===== config.mk =====
export PLATFORM = sky130hd
export DESIGN_NAME = leaf_encoder
export DESIGN_NICKNAME = d
export VERILOG_FILES = /design/src/design/kd_pkg.sv /design/src/design/leaf_encoder.sv
export SDC_FILE = /design/constraint.sdc
export NUM_CORES = 1
export LEC_CHECK = 0
export BUFFER_PORTS_ARGS = -buffer_cell sky130_fd_sc_hd__buf_2
export CORE_MARGIN = 1.5
export CORE_UTILIZATION = 45
export CTS_CLUSTER_DIAMETER = 120
export DETAILED_ROUTE_END_ITERATION = 16
export PLACE_DENSITY_LB_ADDON = 0.2
export SKIP_CTS_REPAIR_TIMING = 1
export SKIP_LAST_GASP = 1
export SYNTH_ARGS = -nofsm -noshare
export SYNTH_HDL_FRONTEND = slang
export SYNTH_SLANG_ARGS = --single-unit
export TNS_END_PERCENT = 5

===== constraint.sdc =====
create_clock -name clk -period 5.3 [get_ports clk]
set_clock_uncertainty 0.1 [all_clocks]
set_input_delay 1.06 -clock clk [delete_from_list [all_inputs] [get_ports clk]]
set_output_delay 1.06 -clock clk [all_outputs]
set_load 0.01 [all_outputs]

===== src/design/kd_pkg.sv =====
package kd_pkg;

  // Patch geometry
  localparam int NUM_DIMS   = 5;  // Components per patch
  localparam int COMP_WIDTH = 11; // Bits per component and threshold
  localparam int DIM_WIDTH  = 3;  // Bits of the dimension select

  // Tree shape
  localparam int TREE_DEPTH = 7;                  // Internal levels
  localparam int NUM_NODES  = (1 << TREE_DEPTH) - 1; // Internal nodes, breadth-first
  localparam int NUM_LEAVES = 1 << TREE_DEPTH;     // Leaves below the last level
  localparam int LEAF_WIDTH = TREE_DEPTH;          // Bits of a leaf index

  // One patch component or one node threshold
  typedef logic [COMP_WIDTH-1:0] comp_t;

  // Dimension index, values 5 to 7 are out of range
  typedef logic [DIM_WIDTH-1:0] dim_t;

  typedef logic [LEAF_WIDTH-1:0] leaf_idx_t; // Leaf number, 0 is the leftmost leaf

  // One-hot write select, bit n is breadth-first node n
  typedef logic [NUM_NODES-1:0] node_sel_t;

  // Query patch, comp0 sits in the low bits
  typedef struct packed {
    comp_t comp4;
    comp_t comp3;
    comp_t comp2;
    comp_t comp1;
    comp_t comp0;
  } patch_t;

  // Word stored in each internal node
  typedef struct packed {
    dim_t  dim;       // Component to compare
    comp_t threshold; // Split value, less goes left
  } node_word_t;

endpackage


===== src/design/leaf_encoder.sv =====
`timescale 1ns/1ns

module leaf_encoder (
  input  logic                          clk,
  input  logic                          rst_n,
  input  logic [kd_pkg::NUM_LEAVES-1:0] leaf_vec,   // One-hot from the last level
  output kd_pkg::leaf_idx_t             leaf_index,
  output logic                          leaf_valid
);

  kd_pkg::leaf_idx_t idx; // Encoded position of the set bit
  logic              any;

  // Priority scan
  // Later iterations override, so the highest set bit wins
  always_comb begin
    idx = '0;
    for (int i = 0; i < kd_pkg::NUM_LEAVES; i++) begin
      if (leaf_vec[i]) begin
        idx = kd_pkg::leaf_idx_t'(i);
      end
    end
  end

  assign any = |leaf_vec; // At most one bit in normal use

  always_ff @(posedge clk) begin
    if (!rst_n) begin
      leaf_index <= '0;
      leaf_valid <= 1'b0;
    end else begin
      leaf_index <= idx;
      leaf_valid <= any; // Single-cycle pulse per query
    end
  end

endmodule


## Yosys cells after proc, flatten, opt, wreduce, memory -nomap -nowiden

Cells that the tools add are included.

| storage, ports and cells | value |
|---|---|
| bits in registers | 8 |
| latch bits | 0 |
| memory bits (writable) | 0 |
| memory bits (read-only) | 0 |
| bits of input ports | 130 |
| output and inout port bits | 8 |
| logic and storage cells | 130 |
| memories kept | 0 |

| cells by class | value |
|---|---|
| $add $sub $neg | 0 |
| $mul | 0 |
| divide/modulo/power cells | 0 |
| order comparisons | 0 |
| equality and inequality tests | 0 |
| shift operators | 0 |
| multiplexer cells | 127 |
| bitwise gates (word level) | 0 |
| reductions and logical operators | 1 |

Operator list:

| kind | number |
|---|---|
| $mux W7 | 126 |
| $reduce_or A128 Y1 | 1 |
| $mux W1 | 1 |

## Longest topological paths before layout

| logic depth | value |
|---|---|
| depth in word-level cells | 127 |
| depth in mapped cells | 6 |
| gate-level depth less buffers | 6 |

## Worst setup path before layout

No wires, ideal clock.

| path | value |
|---|---|
| path kind | in2reg |
| start point | in leaf_vec[96] (netlist name) |
| end point | reg leaf_valid |
| setup time | 0.125 ns |
| arrival time | 2.638 ns |
| data required time | 5.075 ns |
| setup slack | 2.437 ns |
| stages on the path | 6 |
| path buffers | 0 |
| cell sequence | or4_2 nor2_1 nand2_2 nor3_2 nand2_1 o41a_1 |

| between the ends | value |
|---|---|
| word-level cells in the longest chain between the ends | 1 |

Ends and longest elaborated chain:

| what | line | text |
|---|---|---|
| from (decl) | leaf_encoder.sv:6 | `input logic [kd_pkg::NUM_LEAVES-1:0] leaf_vec,` |
| $reduce_or A128 Y1 | leaf_encoder.sv:25 | `assign any = \|leaf_vec;` |
| to (signal assigned) | leaf_encoder.sv:33 | `leaf_valid <= any;` |
| to (decl) | leaf_encoder.sv:8 | `output logic leaf_valid` |

Every way passes these cells.
A chain may end at the register's enable or synchronous reset.

## Worst setup path after layout

| path | value |
|---|---|
| start point | in leaf_vec[76] (netlist name) |
| end point | reg leaf_valid |

Same word-level chain as after synthesis.

==> results.md <==
- Final hold vios: 0
- Clock power share: a little over a quarter
- Ys async rst share: 0%
- Fin Setup TNS: 0 ns
- Maxcap violations: 0
- PD cells: roughly 100 nW/um^2
- Port bufs: between 100 and 150
- Crit path time final: ~2.9 ns
- Antenna Nets Post-Route: 0
- Synthesized area per cell: 6.05 um^2
- Fin. max-slew vios: 0
- Pleak: between 1 and 1.5 nW
- Post-DP HPWL: between 5 and 6 mm
- Area growth syn-to-layout: 41.6%
- Num rows: 23
- Run status: complete, no violations
- DR vias: 2,941
- Die width: around 68 um
- Setup ws final: between 2 and 2.5 ns
- Seq pwr share: a little under a quarter
- Worst-path cell chain: buf_2, nor4_1, nand2_1, nor4_1, nand2_1, o41a_1
- Post-synth net total: between 400 and 500
- Yosys cell types: 46
- Final setup viols: 0
- Fillers: about 400
- Fin area: between 2000 and 3000 um^2
- Die area: between 4000 and 5000 um^2
- Gate Count Post-Synth: approximately 310
- Starting Density: a little under half
- Largest net degree at the start of global routing: 13
- Critical path peak fanout: 4
- Nets@finish: roughly 580
- Sw power: approximately 0.1 mW
- RSZ-0062 raised after global routing: false
- Endpoint type of the worst setup path: flop
- Slowest-stage cell, CP: nor4_1
- First-pass GRT wire length: around 9.9 mm
- CTS tree: yes
- GP Congestion: around 0.92
- Initial antenna violation count: 0
- Die H: 67.8 um
- Sequential fraction of the synthesis area: 8.49%
- Worst Path Arrival: 2.92 ns
- WL/cell: ~13 um
- Min-Delay Path Class: in -> reg
- Drt pass-1 iters: 5
- Max VDD drop: slightly above 70 uV
- WS Path Type: in -> reg
- Critical path's largest stage delay: approximately 0.58 ns
- Dpl cell area: about 2600 um^2
- Post-synth EDFFs: 0
- Core area: 4030 um^2
- P_int: 0.178 mW
- Io pins: about 140
- Relative slew slack: ~58%
- Ys flop type: dfxtp_1
- Final Cycle Share: approximately 55%
- Vias in the first global route: approximately 2,400
- Share of layout cells above drive strength 1: roughly a third
- CP Launch Type: primary input
- All-Layer GR Usage: roughly 27%
- Ant. Diodes: 0
- Fmax: 344 MHz
- Routed wire length: ~6.5 mm
- Sinks on Clock Net: 8
- DR iter-0 viols: around 200
- Synth Cell Area: ~1900 um^2
- Clock H-tree levels: 1
- Switch share: between 30% and 40%
- # DRC: 0
- Worst Tran Pin Value: between 0.6 and 0.7 ns
- CP Data Required Time: approximately 5.3 ns
- Pre-CTS setup slack: 2.19 ns
- Logic gate share of total power: approximately half
- Root Buffer: clkbuf_8
- TritonCTS Buffers: 3
- Grt total ovfl: 0
- Vias/cell: 5.87
- Yosys reg bits: 8
- Clock transition at path regs: around 0.040 ns
- Max clock buf depth: 2
- YS warnings: 0
==> cells by family after synthesis <==
| logic type | share of synthesized area [%] |
|---|---|
| AOI/OAI and AO/OA | 36.6 |
| DFF | 8.49 |
| buffers and inverters | 3.85 |
| and+or+nand+nor | 51.1 |
==> through the flow <==
step                      hold slack (ns)  utilization (%)  std cells  power [mW]
after global routing                 1.04             66.3        501       0.300
after global placement               1.25             65.3        498       0.204
after floorplan                      1.09                -        312       0.116
after detailed placement             1.26             65.3        498       0.205
final                                1.03             66.3        501       0.279
after CTS                            1.02             66.3        501       0.279
==> critical path: cells and delay by family <==
family	cells	cell delay, ns
AND/OR/NAND/NOR	4	1.31
AO/OA/AOI/OAI	1	0.42
buffers and inverters	1	0.12
==> sequential cells by signal, summed over array words and instances (netlist names) <==
| name | cells |
|---|---|
| leaf_valid | 1 |
| leaf_index | 7 |
==> cell usage after synthesis (2+ instances only) <==
cell       number  area share [%]
nor2_1         54              11
o21bai_1        5             2.0
o21a_1          4             1.6
o311ai_0        3             1.4
o211a_1         2             1.1
o21ai_0        21             5.6
or4_1           8             3.2
nor2b_1         8             2.7
nor3b_1         2            0.80
o211ai_1        4             1.6
o31ai_1         9             3.6
nand4_1         5             1.7
inv_1          18             3.6
o2111ai_1       2            0.93
o31a_1          2            0.93
nor3_1         24             6.4
nand3_1         5             1.3
nand2b_1        6             2.0
a211oi_1       10             4.0
a21oi_1        21             5.6
or4_2           2            0.93
nand2_1        26             5.2
or3_1           2            0.66
dfxtp_1         8             8.5
o221ai_1        3             1.4
a2111oi_0       3             1.4
a21boi_0        3             1.2
nor4_1         31              10
o41a_1          2             1.2
a31oi_1         3            0.99
==> final cells by class <==
class | count | area, um^2 | area share [%]
Clock buffer | 3 | 41.3 | 1.55
Tap cell | 50 | 62.6 | 2.34
Sequential cell | 8 | 160 | 6.00
Timing Repair Buffer | 137 | 686 | 25.7
Inverter | 18 | 67.6 | 2.53
Multi-Input combinational cell | 285 | 1650 | 61.9
==> worst paths after layout <==
kind / slack [ns] / end / cells past startpoint / from
max: 2.39 / leaf_valid / 6 / leaf_vec[76]
min: 1.03 / leaf_index[1] / 3 / leaf_vec[126]
==> placed cells by master (no fill, tap or decap), drive strengths merged, types with 5 or more instances in the layout <==
cell type | Yosys | routed
nand2 | 27 | 27
dfxtp | 8 | 8
nand4 | 5 | 5
nor2 | 54 | 54
nor3 | 25 | 25
or4 | 11 | 11
nor4 | 31 | 31
a21oi | 21 | 21
buf | 1 | 137
inv | 18 | 18
a211oi | 10 | 10
nand2b | 6 | 6
o21bai | 5 | 5
o21ai | 21 | 21
nand3 | 5 | 5
o31ai | 9 | 9
nor2b | 8 | 8
==> power by group through the flow <==
stage	Combinational (mW)	Sequential, mW	Clock, mW
after floorplan	0.0482	0.0681	0
after CTS	0.140	0.0651	0.0742
final	0.142	0.0651	0.0727
after global routing	0.157	0.0653	0.0775
after global placement	0.137	0.0662	0
after detailed placement	0.139	0.0661	0
==> metal layers <==
metal / vias to the layer above / part of all wire [%] / global-route usage [%] / wire, um
met2: 118 / 46 / 45.7 / 3020
met5: - / 0 / 0 / 0
met1: 1301 / 45 / 36.5 / 2940
li1: 1511 / - / - / -
met3: 11 / 7.3 / 4.33 / 472
met4: 0 / 1.0 / 5.61 / 66
Note: power is estimated with default switching activity, not from simulation.
