$ cat src/design/kd_pkg.sv
package kd_pkg;

  // Patch geometry
  localparam int NUM_DIMS   = 5;  // Components per patch
  localparam int COMP_WIDTH = 11; // Bits per component and threshold
  localparam int DIM_WIDTH  = 3;  // Bits of the dimension select

  // Tree shape
  localparam int TREE_DEPTH = 7;                  // Internal levels
  localparam int NUM_NODES  = (1 << TREE_DEPTH) - 1; // Internal nodes, breadth-first
  localparam int NUM_LEAVES = 1 << TREE_DEPTH;     // Leaves below the last level
  localparam int LEAF_WIDTH = TREE_DEPTH;          // Bits of a leaf index

  // One patch component or one node threshold
  typedef logic [COMP_WIDTH-1:0] comp_t;

  // Dimension index, values 5 to 7 are out of range
  typedef logic [DIM_WIDTH-1:0] dim_t;

  typedef logic [LEAF_WIDTH-1:0] leaf_idx_t; // Leaf number, 0 is the leftmost leaf

  // One-hot write select, bit n is breadth-first node n
  typedef logic [NUM_NODES-1:0] node_sel_t;

  // Query patch, comp0 sits in the low bits
  typedef struct packed {
    comp_t comp4;
    comp_t comp3;
    comp_t comp2;
    comp_t comp1;
    comp_t comp0;
  } patch_t;

  // Word stored in each internal node
  typedef struct packed {
    dim_t  dim;       // Component to compare
    comp_t threshold; // Split value, less goes left
  } node_word_t;

endpackage

$ cat src/design/node_write_decoder.sv
`timescale 1ns/1ns

module node_write_decoder (
  input  logic              clk,
  input  logic              rst_n,
  input  logic              fsm_enable,    // Host is in the load phase
  input  logic              sender_enable, // Word on the bus this cycle
  output logic              node_we,
  output kd_pkg::node_sel_t node_sel
);

  // Write address, one node per write in breadth-first order
  logic [kd_pkg::TREE_DEPTH-1:0] wr_addr;
  logic                          last_node;

  assign node_we   = fsm_enable & sender_enable; // Both strobes needed
  assign last_node = (wr_addr == kd_pkg::TREE_DEPTH'(kd_pkg::NUM_NODES - 1));

  always_ff @(posedge clk) begin
    if (!rst_n) begin
      wr_addr <= '0;
    end else if (node_we) begin
      if (last_node) begin
        wr_addr <= '0; // Wrap after node 126 so a new tree can follow
      end else begin
        wr_addr <= wr_addr + 1'b1;
      end
    end
  end

  // 7 to 127 decode
  // Address 127 never occurs, so the shifted-out bit is never needed
  always_comb begin
    node_sel = kd_pkg::node_sel_t'(1) << wr_addr;
  end

endmodule

$ cat config.mk
export PLATFORM = sky130hd
export DESIGN_NAME = node_write_decoder
export DESIGN_NICKNAME = d
export VERILOG_FILES = /design/src/design/kd_pkg.sv /design/src/design/node_write_decoder.sv
export SDC_FILE = /design/constraint.sdc
export NUM_CORES = 1
export LEC_CHECK = 0
export ABC_AREA = 1
export BUFFER_PORTS_ARGS = -buffer_cell sky130_fd_sc_hd__buf_2
export CAP_MARGIN = 10
export CORE_ASPECT_RATIO = 1.25
export CORE_UTILIZATION = 37
export DETAILED_ROUTE_END_ITERATION = 7
export PLACE_DENSITY = 0.92
export SLEW_MARGIN = 40
export SYNTH_ARGS = -nofsm -noshare
export SYNTH_HDL_FRONTEND = slang
export SYNTH_SLANG_ARGS = --single-unit
$ cat constraint.sdc
create_clock -name clk -period 1.6 [get_ports clk]
set_input_delay 0 -clock clk [delete_from_list [all_inputs] [get_ports clk]]
set_output_delay 0 -clock clk [all_outputs]
set_load 0.005 [all_outputs]
After elaboration in Yosys (flattened, before gate mapping) --
Index checks and enable logic that the tools add are counted.
Storage, ports and cells: input port bits 4, output and inout bits 128, word-level logic and storage cells 6, register bits 7
Cells by class: shift operators 1, add/subtract/negate cells 1, equality and inequality tests 1, bitwise operators 1, muxes and demuxes 1
Operator list (number):
- $shl A1 B7 Y127 const A | 1
- $add A7 B1 Y7 const B | 1
- $eq A7 B7 Y1 const B | 1
- $mux W7 | 1
- $and A1 B1 Y1 | 1

Depth between registers and ports, before layout --
depth in word-level cells 2, depth in mapped cells 9, depth with buffers taken out 9

Worst setup path before layout --
OpenSTA, ideal clock, no wires.
path type register to register, start register wr_addr[0] in the netlist's numbering, end register wr_addr[5] in the netlist's numbering, path buffers 0, library setup time 0.113 ns, period minus slack after synthesis 1.220 ns, stages on the path, launching flop included 10, required time 1.487 ns, data arrival time 1.107 ns, slack 0.380 ns, path through dfxtp_1 > inv_1 > ha_1 > nand2_1 > nor2_4 > nand3_1 > nand2_1 > inv_1 > nand2_1 > nor2_1
On the way: cells in the longest elaborated chain, start to end 2, elaborated cells on any way between the ends 3, classes of those cells add/sub (1); eq/ne (1); mux (1)
RTL lines:
- start, declared | line node_write_decoder.sv:13 | logic [kd_pkg::TREE_DEPTH-1:0] wr_addr;
- start signal, assigned | line node_write_decoder.sv:26 | wr_addr <= wr_addr + 1'b1;
- $add A7 B1 Y7 / $eq A7 B7 Y1 (equally long branches) | line node_write_decoder.sv:26, node_write_decoder.sv:17
- $mux W7 (*) | line node_write_decoder.sv:23 | if (last_node) begin
Every way passes the cells marked *; elsewhere a longest branch is shown, timed or not. A chain may end at the register's enable or synchronous reset.

Worst setup path in the final report --
start register wr_addr[0] in the netlist's numbering, end output node_sel[4]
On the way: cells in the longest elaborated chain, start to end 1
RTL lines:
- $shl A1 B7 Y127 | line node_write_decoder.sv:34 | node_sel = kd_pkg::node_sel_t'(1) << wr_addr;
- end, declared | line node_write_decoder.sv:9 | output kd_pkg::node_sel_t node_sel
No other way between the ends.

==> flow_metrics.py <==
metrics = {
    "outcome": {
        "outcome": "finished clean",
    },
    "final_layout": {
        "top_register": "wr_addr",
        "syn2layout_area_growth_pct": 61.3,
        "fin_nets": 405,
        "final_cells": 433,
        "antenna_cells": 0,
        "fillCellCount": 338,
        "top_regs": "wr_addr (7)",
        "largest_reg_flops": 7,
        "drive_gt1_frac": 0.464,
    },
    "cts": {
        "cts-root-buf": "clkbuf_8",
        "ctsHoldBuffers": 0,
        "htreeDepth": 1,
        "clk_pin_slew_worst_paths_ps": 40,
        "cts_buffers": 3,
        "clkSinkCount": 7,
        "cts_tree": "yes",
        "cts_setup_buffers": 0,
        "clk_path_buf_depth": 2,
        "clk_latency_ps": 230,
    },
    "setup_path": {
        "cp_slowest_stage_delay_ps": 340,
        "regToRegSetupSlack_ps": 140,
        "worstRegToRegCells": 9,
        "cpMaxStageDelayCell": "dfxtp_1",
        "crit_chain": "inv_2 > ha_2 > nand2_2 > nor2_4 > nand3_1 > nor2_1 > buf_2",
        "crit_cells": 7,
        "path_class": "flop to primary output",
        "crit_required_ps": 1600,
        "critPathCaptureType": "primary output",
        "critical_path.top_delay_family": "simple AND/OR/NAND/NOR gates",
        "path_buf_inv": 2,
        "worst_r2r_endpoint": "wr_addr[5]",
        "worstPathMaxFanout": 4,
        "cp.arrival_ps": 1580,
        "cp-start-kind": "flop",
        "critPathLaunch": "wr_addr[0]",
        "timing.rr.start": "wr_addr[0]",
    },
    "floorplanning": {
        "initial_utilization": 0.389,
        "die_width_um": 56.2,
        "rows": 24,
        "core-area_um2": 3480,
        "die_area_um2": 3910,
        "die_y_um": 69.7,
        "io_pins": 132,
    },
    "routing": {
        "totalWireLength_um": 5330,
        "top_layer": "met4",
        "drt_first_pass_iters": 5,
        "dr_wl_met3_um": 346,
        "wl_per_cell_um": 12.3,
        "wl_met1_um": 2180,
        "vias": 2234,
        "drc": 0,
        "route.met2.wl_um": 2720,
        "drt_iter0_markers": 200,
        "antenna_left": 0,
        "viasPerCell": 5.16,
    },
    "timing": {
        "final.setup_skew_ps": 0.990,
        "maxSlewViolCount": 0,
        "hold_viol": 0,
        "fin_ws_ps": 24.4,
        "grt_setup_unrepaired": "true",
        "fin_setup_tns_ps": 0,
        "fin_crit_ps": 1580,
        "max_slew_margin": 0.722,
        "whs_ps": 38.3,
        "fmax_mhz": 635,
        "worst_pin_slew_ps": 417,
        "period_share": 0.985,
        "setup-violations-final": 0,
    },
    "grt": {
        "grt_overflow_total": 0,
        "grt_pass1_vias": 1889,
        "grt_max_degree": 45,
        "grt_pass1_wl_um": 8710,
        "grt_antenna_before_repair": 0,
        "track_usage": 0.266,
    },
    "placement": {
        "portBuffers": 131,
        "placed_cells": 429,
        "preCtsSetupSlack_ps": 161,
        "routabilityCongestion": 0.842,
        "hpwl_um": 4000,
    },
    "synthesis": {
        "yosysWarningCount": 0,
        "yosys.area.top_type": "nor2_1",
        "synth.top_cell.area_share": 0.268,
        "netlist_top_cells_area": "nor2_1 (27%), nor3_1 (17%), dfxtp_1 (10%)",
        "ys_seq_area_frac": 0.103,
        "synth_area_um2": 1360,
        "avgSynthCellArea_um2": 4.99,
        "synth_cell_types": 22,
        "ys_ff_latch": 7,
        "syn_inst": 272,
        "synthesis.nets": 282,
    },
    "pwr": {
        "p_comb_frac": 0.134,
        "powerDensity_nw_per_um2": 231,
        "ir_worst_vdd_v": 0.000332,
        "power_frac_seq": 0.359,
        "p_total_uw": 504,
        "power.switching_uw": 131,
        "swShare": 0.259,
        "power.internal_uw": 374,
        "p_clk_frac": 0.508,
        "power.leakage_nw": 1.23,
    },
    "min_path": {
        "hold_depth": 3,
        "hold_class": "input port to flop",
        "holdPathEnd": "wr_addr[1]",
        "hold_path.startpoint": "rst_n",
    },
    "run": {
        "maxCapViolCount": 0,
    },
}
==> area by class of cell <==
class,instances,area [um^2],area share
inverter,20,75.1,0.0343
tap,39,48.8,0.0223
timing repair buffer,142,738,0.338
multi-input combinational,221,1130,0.518
clock buffer,4,45.0,0.0206
sequential,7,146,0.0669
==> worst max-delay path by stage <==
stage | endpoint | slack, ps
finish | node_sel[4] | 20
global route | node_sel[4] | -50
CTS | node_sel[0] | 3
detailed placement | node_sel[4] | 160
global placement | node_sel[65] | 210
floorplan | wr_addr[5] | 380
==> worst min-delay path: cells and delay by family <==
kind	cells	cell delay, ps
AO/OA/AOI/OAI	1	40
buffers and inverters	2	180
==> cells in the mapped netlist <==
cell type	number
inv_1	15
nand3b_1	1
nand3_2	1
clkbuf_1	5
nor2_4	2
dfxtp_1	7
buf_2	14
ha_1	6
a21oi_1	4
inv_2	5
buf_1	1
nand2_4	1
buf_4	4
nor2_1	97
nor2_2	1
o21ai_0	1
nand2_1	36
xor2_1	1
nand3_1	22
nand2_2	1
nor3_1	46
nand4_1	1
==> logic make-up after synthesis <==
| kind of cell | synth area share |
|---|---|
| simple gates | 0.671 |
| buf+inv | 0.146 |
| xor+xnor | 0.00646 |
| fa+ha+maj | 0.0553 |
| flops | 0.103 |
| compound gates | 0.0184 |
==> routing by layer <==
metal  GRT usage  vias to the layer above
met4      0.0786                        0
met1       0.336                     1016
met5           0                        -
met3      0.0224                       11
li1            -                     1103
met2       0.475                      104
==> cell usage in the layout (no fill, tap or decap) <==
| master | netlist | final |
|---|---|---|
| dfxtp_4 | 0 | 1 |
| nand2_2 | 1 | 3 |
| clkbuf_1 | 5 | 1 |
| nor3_2 | 0 | 2 |
| ha_1 | 6 | 2 |
| nor2_4 | 2 | 8 |
| buf_4 | 4 | 11 |
| inv_2 | 5 | 6 |
| nand3b_1 | 1 | 1 |
| dfxtp_1 | 7 | 4 |
| nor3_1 | 46 | 44 |
| xor2_1 | 1 | 1 |
| nand3_2 | 1 | 10 |
| nand2_4 | 1 | 1 |
| nand2_1 | 36 | 34 |
| inv_1 | 15 | 14 |
| nand3_1 | 22 | 13 |
| o21ai_0 | 1 | 1 |
| clkbuf_8 | 0 | 3 |
| nor2_1 | 97 | 91 |
| buf_2 | 14 | 131 |
| dfxtp_2 | 0 | 2 |
| nor2_2 | 1 | 1 |
| nand4_1 | 1 | 1 |
| ha_2 | 0 | 4 |
| a21oi_1 | 4 | 4 |
==> power by group through the flow <==
stage | Combinational, mW | Sequential (mW) | Clock [mW]
global placement | 0.0544 | 0.184 | 0
finish | 0.0674 | 0.181 | 0.256
floorplan | 0.0366 | 0.184 | 0
global route | 0.0746 | 0.181 | 0.268
CTS | 0.0583 | 0.182 | 0.256
detailed placement | 0.0553 | 0.184 | 0
==> repair_timing <==
action	in CTS	in global routing
resized for setup	11	23
cloned	0	0
endpoints found under the setup margin	39	97
pin swaps	0	2
==> per-stage QoR <==
step	instance area [um^2]	utilization
after floorplan	1360	-
after global placement	2020	0.580
after detailed placement	2020	0.580
after CTS	2100	0.602
after global routing	2190	0.628
final	2190	0.628
Power figures use the tool's default switching activity.
