**src/design/kd_pkg.sv**
```systemverilog
package kd_pkg;

  // Patch geometry
  localparam int NUM_DIMS   = 5;  // Components per patch
  localparam int COMP_WIDTH = 11; // Bits per component and threshold
  localparam int DIM_WIDTH  = 3;  // Bits of the dimension select

  // Tree shape
  localparam int TREE_DEPTH = 7;                  // Internal levels
  localparam int NUM_NODES  = (1 << TREE_DEPTH) - 1; // Internal nodes, breadth-first
  localparam int NUM_LEAVES = 1 << TREE_DEPTH;     // Leaves below the last level
  localparam int LEAF_WIDTH = TREE_DEPTH;          // Bits of a leaf index

  // One patch component or one node threshold
  typedef logic [COMP_WIDTH-1:0] comp_t;

  // Dimension index, values 5 to 7 are out of range
  typedef logic [DIM_WIDTH-1:0] dim_t;

  typedef logic [LEAF_WIDTH-1:0] leaf_idx_t; // Leaf number, 0 is the leftmost leaf

  // One-hot write select, bit n is breadth-first node n
  typedef logic [NUM_NODES-1:0] node_sel_t;

  // Query patch, comp0 sits in the low bits
  typedef struct packed {
    comp_t comp4;
    comp_t comp3;
    comp_t comp2;
    comp_t comp1;
    comp_t comp0;
  } patch_t;

  // Word stored in each internal node
  typedef struct packed {
    dim_t  dim;       // Component to compare
    comp_t threshold; // Split value, less goes left
  } node_word_t;

endpackage

```
**src/design/kd_internal_node.sv**
```systemverilog
`timescale 1ns/1ns

module kd_internal_node (
  input  logic               clk,
  input  logic               rst_n,
  input  logic               we,       // Already qualified with this node's select
  input  kd_pkg::node_word_t wdata,
  input  logic               valid_in, // Patch has reached this node
  input  kd_pkg::patch_t     patch,
  output logic               valid_left,
  output logic               valid_right
);

  kd_pkg::node_word_t word; // Stored dimension and threshold
  kd_pkg::comp_t      comp; // Component named by word.dim
  logic               dim_ok;
  logic               go_left;

  always_ff @(posedge clk) begin
    if (!rst_n) begin
      word <= '0;
    end else if (we) begin
      word <= wdata; // Used from the next edge on
    end
  end

  // Component select
  always_comb begin
    case (word.dim)
      kd_pkg::dim_t'(0): comp = patch.comp0;
      kd_pkg::dim_t'(1): comp = patch.comp1;
      kd_pkg::dim_t'(2): comp = patch.comp2;
      kd_pkg::dim_t'(3): comp = patch.comp3;
      kd_pkg::dim_t'(4): comp = patch.comp4;
      default:           comp = patch.comp0; // Ignored, dim_ok is low
    endcase
  end

  assign dim_ok  = (word.dim < kd_pkg::dim_t'(kd_pkg::NUM_DIMS));
  assign go_left = !dim_ok || (comp < word.threshold); // Equal goes right

  // Only the active node drives a child
  assign valid_left  = valid_in & go_left;
  assign valid_right = valid_in & ~go_left;

endmodule

```
**src/design/kd_tree_level.sv**
```systemverilog
`timescale 1ns/1ns

module kd_tree_level #(
  parameter int LEVEL = 0 // Depth in the tree, level L holds 2^L nodes
) (
  input  logic                     clk,
  input  logic                     rst_n,
  input  logic                     node_we,
  input  logic [2**LEVEL-1:0]      node_sel_slice, // Select bits of this level's nodes
  input  kd_pkg::node_word_t       wdata,
  input  logic [2**LEVEL-1:0]      valid_in,       // One-hot, bit p is node p
  input  kd_pkg::patch_t           patch_in,
  output logic [2**(LEVEL+1)-1:0]  valid_out,      // Registered child valids
  output kd_pkg::patch_t           patch_out
);

  // Child valids before the pipeline register
  // Bit 2p is the left child of node p and 2p+1 its right child
  logic [2**(LEVEL+1)-1:0] child_valid;

  for (genvar p = 0; p < 2**LEVEL; p++) begin : g_node
    kd_internal_node u_node (
      .clk         (clk),
      .rst_n       (rst_n),
      .we          (node_we & node_sel_slice[p]),
      .wdata       (wdata),                // Shared load bus
      .valid_in    (valid_in[p]),
      .patch       (patch_in),
      .valid_left  (child_valid[2*p]),
      .valid_right (child_valid[2*p+1])
    );
  end

  // Level register for the valid vector
  always_ff @(posedge clk) begin
    if (!rst_n) begin
      valid_out <= '0;
    end else begin
      valid_out <= child_valid;
    end
  end

  // Patch moves along with its valid, qualified only by valid_out
  always_ff @(posedge clk) begin
    patch_out <= patch_in;
  end

endmodule

```
**config.mk**
```make
export PLATFORM = sky130hd
export DESIGN_NAME = kd_tree_level
export DESIGN_NICKNAME = d
export VERILOG_FILES = /design/src/design/kd_pkg.sv /design/src/design/kd_internal_node.sv /design/src/design/kd_tree_level.sv
export SDC_FILE = /design/constraint.sdc
export NUM_CORES = 1
export LEC_CHECK = 0
export BUFFER_PORTS_ARGS = -buffer_cell sky130_fd_sc_hd__buf_2
export CAP_MARGIN = 20
export CORE_MARGIN = 8
export CORE_UTILIZATION = 25
export CTS_CLUSTER_SIZE = 24
export DETAILED_ROUTE_END_ITERATION = 6
export GPL_ROUTABILITY_DRIVEN = 0
export PLACE_DENSITY = 0.52
export SLEW_MARGIN = 5
export SYNTH_ARGS = -nofsm -noshare
export SYNTH_HDL_FRONTEND = slang
export SYNTH_SLANG_ARGS = --single-unit
export TNS_END_PERCENT = 100
```
**constraint.sdc**
```tcl
create_clock -name clk -period 7 [get_ports clk]
set_clock_uncertainty 0.15 [all_clocks]
set_input_delay 1.05 -clock clk [delete_from_list [all_inputs] [get_ports clk]]
set_output_delay 1.05 -clock clk [all_outputs]
set_load 0.02 [all_outputs]
```
Word-level counts from Yosys, hierarchy flattened

Cells that the tools add are included.
W data, S select, Z words.

Output and inout port bits: 57
Bits in registers: 71
Logic and storage cells: 21

Eq/ne operators: 4
Order comparisons: 2
Multiplexer cells: 1
Reduce and logical (&&, ||, !) cells: 2
Bitwise operators: 4

Operators by type and width:

| operator             | number |
|---|---|
| $pmux W11 S4         | 1 |
| $lt A11 B11 Y1       | 1 |
| $eq A3 B2 Y1 const B | 2 |
| $and A1 B1 Y1        | 3 |
| $eq A3 B1 Y1 const B | 1 |
| $eq A3 B3 Y1 const B | 1 |
| $lt A3 B3 Y1 const B | 1 |
| $logic_not A1 Y1     | 1 |
| $logic_or A1 B1 Y1   | 1 |
| $not A1 Y1           | 1 |

Logic depth before layout (Yosys ltp)

Depth after elaboration: 6
Depth in mapped cells: 9
Mapped depth without buffers: 8

Hierarchy

From an unflattened synthesis, not the netlist that was laid out.

Cells, all modules: 225
Area, all modules: 2556.2 sq um

Modules (own cells, without submodules):

| module           | area an instance (sq um) | cells an instance | sequential area each (sq um) | instances |
|---|---|---|---|---|
| kd_internal_node | 1396.3                   | 165               | 280.3                        | 1 |
| kd_tree_level    | 1159.9                   | 60                | 1141.1                       | 1 |

Worst setup path before layout

Ideal clock, no wire load.

Path kind: input-to-reg
Start: input patch_in[43] (netlist bit)
End: register valid_out[1]
Path buffers: 0
Path slack: 3.810 ns
Data required time: 6.789 ns
Setup time: 0.061 ns
Arrival time: 2.979 ns
Cell stages on the path: 8
Cells stage by stage: mux4_2 nor2_1 a21oi_1 ha_1 nand4_1 or4b_1 a311oi_1 a32o_1

Word-level cells in the longest chain between the ends: 5

RTL lines:

| item                 | line                   | source |
|---|---|---|
| from (decl)          | kd_tree_level.sv:12    | `input kd_pkg::patch_t patch_in,` |
| $pmux W11 S4         | kd_internal_node.sv:29 | `case (word.dim)` |
| $lt A11 B11 Y1       | kd_internal_node.sv:40 | `assign go_left = !dim_ok \|\| (comp < word.threshold);` |
| $logic_or A1 B1 Y1   | kd_internal_node.sv:40 |  |
| $not A1 Y1           | kd_internal_node.sv:44 | `assign valid_right = valid_in & ~go_left;` |
| $and A1 B1 Y1        | kd_internal_node.sv:44 |  |
| to (signal assigned) | kd_tree_level.sv:39    | `valid_out <= child_valid;` |
| to (decl)            | kd_tree_level.sv:13    | `output logic [2**(LEVEL+1)-1:0] valid_out,` |

No other way between the ends.
A chain may end at the register's enable or synchronous reset.

Worst setup path in the final report

Start: register g_node[0].u_node.word[11] (netlist bit)
End: register valid_out[1]

Word-level cells in the longest chain between the ends: 6
Elaborated cells between the ends (all ways): 11

RTL lines:

| item                                 | line                   | source |
|---|---|---|
| from (decl)                          | kd_internal_node.sv:14 | `kd_pkg::node_word_t word;` |
| from (signal assigned)               | kd_internal_node.sv:23 | `word <= wdata;` |
| $eq A3 B3 Y1 (tied with other cells) | kd_internal_node.sv:29 |  |
| $pmux W11 S4                         | kd_internal_node.sv:29 |  |
| $lt A11 B11 Y1                       | kd_internal_node.sv:40 |  |
| $logic_or A1 B1 Y1 (*)               | kd_internal_node.sv:40 |  |
| $not A1 Y1 (*)                       | kd_internal_node.sv:44 |  |
| $and A1 B1 Y1 (*)                    | kd_internal_node.sv:44 |  |

Every way passes the cells marked *; elsewhere a longest branch is shown, timed or not.

==> metrics <==
worst-skew pair later-pin latency=about 350 ps; antenna violations before repair=0; mux cell area share after synthesis=0.1473; Synth Area in Adders=0.05149; internal power=between 0.7 and 0.8 mW; DR WL met2=about 3400 um; relative slew slack=0.4134; sequential cell area=0.001421 sq mm; Syn Std Cell Area=around 0.0024 sq mm; fraction of power spent switching nets=0.2490; Die Height=between 100 and 150 um; DP Cell Count=between 400 and 500; final hold violations=0; Primary FF master, synth=dfxtp_1; max_cap viols=0; Post-Place Setup Slack=3314 ps; # diodes=0; Core Area=0.009594 sq mm; Reg2Reg Setup Slack=3480 ps; antenna-violating nets left=0; clk sinks=71; htree depth=3; buffer count from post-CTS setup fixing=0; die outline area=0.01313 sq mm; worst path required time=7150 ps; Initial Utilization=0.2533; Hold Crit Class=reg -> reg; Met1 Wirelength=2946 um; # rows=36; Clk pwr share=0.398; crit-path cells=nor2_2, mux2i_1, a21oi_1, ha_1, nand4_1, or4b_1, a311oi_1, a32o_1; largest net degree at the start of global routing=25; Post-CTS Hold Fix Bufs=0; CP max stage delay=between 700 and 800 ps; I/O Pins=about 130; number of global-route vias before repair=2110; share of layout cells above drive strength 1=0.4611; Post-Layout Cell Count=480; CP max-delay cell=nor2_2; Root Driver=clkbuf_8; hold path depth=2; Yosys cell types=25; crit share post-route=0.5023; Synth Area in Simple Gates=0.09114; Post-Route WL=7099 um; top layer used by detailed routing=met4; setup ws final=3484 ps; r2r worst-path depth=8; Avg Cell Area, Syn=11.68 sq um; TritonCTS buffer count=9; Die X=114.6 um; Hold WS=318.9 ps; wire per inst=14.79 um; first-pass GRT wire length=10790 um; Flop pwr share=0.465; synth warn=0; setup TNS=0 ps; top cell type by total area after synthesis=dfxtp_1; Initial DRT Pass Iterations=6; DR vias/cell=between 4 and 5; Post-synth EDFFs=0; total number of vias=1964; FF+latch count, synth=71; gr ovfl total=0; Final setup viols=0; Least-Margin Pin Slew=just under 900 ps; CTS tree=yes; sequential area share after synthesis=0.5850; status=completed; DP Wirelength=5520 um; Area contributors post-synth=dfxtp_1, mux4_2, ha_1; hold path endpoint=g_node[0].u_node.word[9]$_SDFFE_PN0P_; final net count=426; fillers=1005; Slew Viols, Final=0; Layout area overhead=43.05%; Crit. End Element=flop; Clock transition at path regs=80 ps; share of the synthesized area in the top cell type=0.5850; post_cts resized=0; Residual DRC=0; Worst Path Arrival=around 3700 ps; RSZ-0062 raised after global routing=no; XOR/XNOR Fraction of Synth Area=0; cells after synthesis=208; total power=0.9337 mW; Cell Pwr Density=268.6 mW/mm^2; largest family of logic cells by synthesized area=multiplexers; Synth Area in Compound Gates=0.09629; Gate power share=0.136; Worst Setup Start Kind=flop; Worst R2R End=valid_out[1]$_SDFF_PN0_; minimum clock period=3516 ps; maximum buffer depth of the clock tree=2; Fmax achieved=284.4 MHz; Sw Pwr=0.2325 mW; Crit Path Max Fanout=14; number of port buffers=130; VDD IR max=0.0001155 V; leakage power=1.606 nW; Synth Net Count=292; drt initial violations=62; Total GRT Usage=0.1106; Post-synth ARST share=0; worst hold start=g_node[0].u_node.word[9]$_SDFFE_PN0P_; area of the multi-input gates=roughly 940 sq um; RR Startpoint=g_node[0].u_node.word[11]$_SDFFE_PN0P_; routed wl met3=590 um; WS Path Type=reg -> reg
[per-layer routing]
layer / vias up / GRT usage
li1: 995 / -
met1: 893 / 0.1214
met2: 68 / 0.1803
met3: 8 / 0.04536
met4: 0 / 0.05590
met5: - / 0
[sequential cells by signal, indices dropped and copies added, names as in the netlist]
name / cells
g_node.u_node.word: 14
patch_out: 55
valid_out: 2
[cell families (layout without fill, tap and decap cells)]
logic type                 count (synthesis)  in the layout
DFF                                       71             71
and+or+nand+nor                           52             52
AOI/OAI and AO/OA                         35             35
muxes                                     22             22
buffers and inverters                     18            157
adders and majority gates                 10             10
[critical path, delay by kind of cell (launching register included)]
family | cells | cell delay [ps]
adders and majority gates | 1 | 380
DFF | 1 | 600
and+or+nand+nor | 3 | 1430
muxes | 1 | 250
AOI/OAI and AO/OA | 3 | 640
[layout make-up]
class	instances	share of cell area
clock buffer	11	0.04356
multi-input combinational	119	0.2707
tap	133	0.04788
clock inverter	5	0.02304
timing repair buffer	131	0.1951
sequential	71	0.4089
inverter	10	0.01080
[worst max path at each step]
| stage | end | cells past startpoint | start |
|---|---|---|---|
| 2_1_floorplan | valid_out[1]$_SDFF_PN0_ | 8 | patch_in[43] |
| 3_3_place_gp | valid_out[1]$_SDFF_PN0_ | 8 | g_node[0].u_node.word[12]$_SDFFE_PN0P_ |
| 3_5_place_dp | valid_out[1]$_SDFF_PN0_ | 8 | g_node[0].u_node.word[12]$_SDFFE_PN0P_ |
| 4_1_cts | valid_out[1]$_SDFF_PN0_ | 8 | g_node[0].u_node.word[12]$_SDFFE_PN0P_ |
| 5_1_grt | valid_out[1]$_SDFF_PN0_ | 8 | g_node[0].u_node.word[11]$_SDFFE_PN0P_ |
| 6_report | valid_out[1]$_SDFF_PN0_ | 8 | g_node[0].u_node.word[11]$_SDFFE_PN0P_ |
[cells in the final DEF (no fill, tap or decap), drive strengths merged, types with 2 or more instances in the layout]
cell and n:
nand4 2, dfxtp 71, inv 10, ha 10
a21boi 14, mux2i 11, clkinvlp 2, nand2 32
o21ai 3, nor2 12, mux4 11, bufinv 2
a211oi 2, buf 131, clkbuf 11, a21oi 13
[synth_stat cells (2+ instances only)]
master and count:
a21oi_1 13, ha_1 10, buf_2 2, nand2_1 32, a21boi_0 14, inv_1 10
nor2_1 12, o21ai_0 2, mux4_2 11, mux2i_1 11, dfxtp_1 71, clkbuf_1 5
nand4_1 2, a211oi_1 2
[power groups by stage]
stage,clock [mW],sequential (mW),combinational [mW]
after floorplan,0,0.464,0.0509
after global placement,0,0.446,0.125
after detailed placement,0,0.446,0.126
after CTS,0.386,0.437,0.127
after global routing,0.405,0.437,0.141
final,0.372,0.435,0.127
[per-stage QoR]
stage | util | area (sq um)
after CTS | 0.3594 | 3448
after detailed placement | 0.3353 | 3217
after global placement | 0.3353 | 3217
after floorplan | - | 2430
after global routing | 0.3623 | 3476
final | 0.3623 | 3476
(Power assumes the default switching activity.)
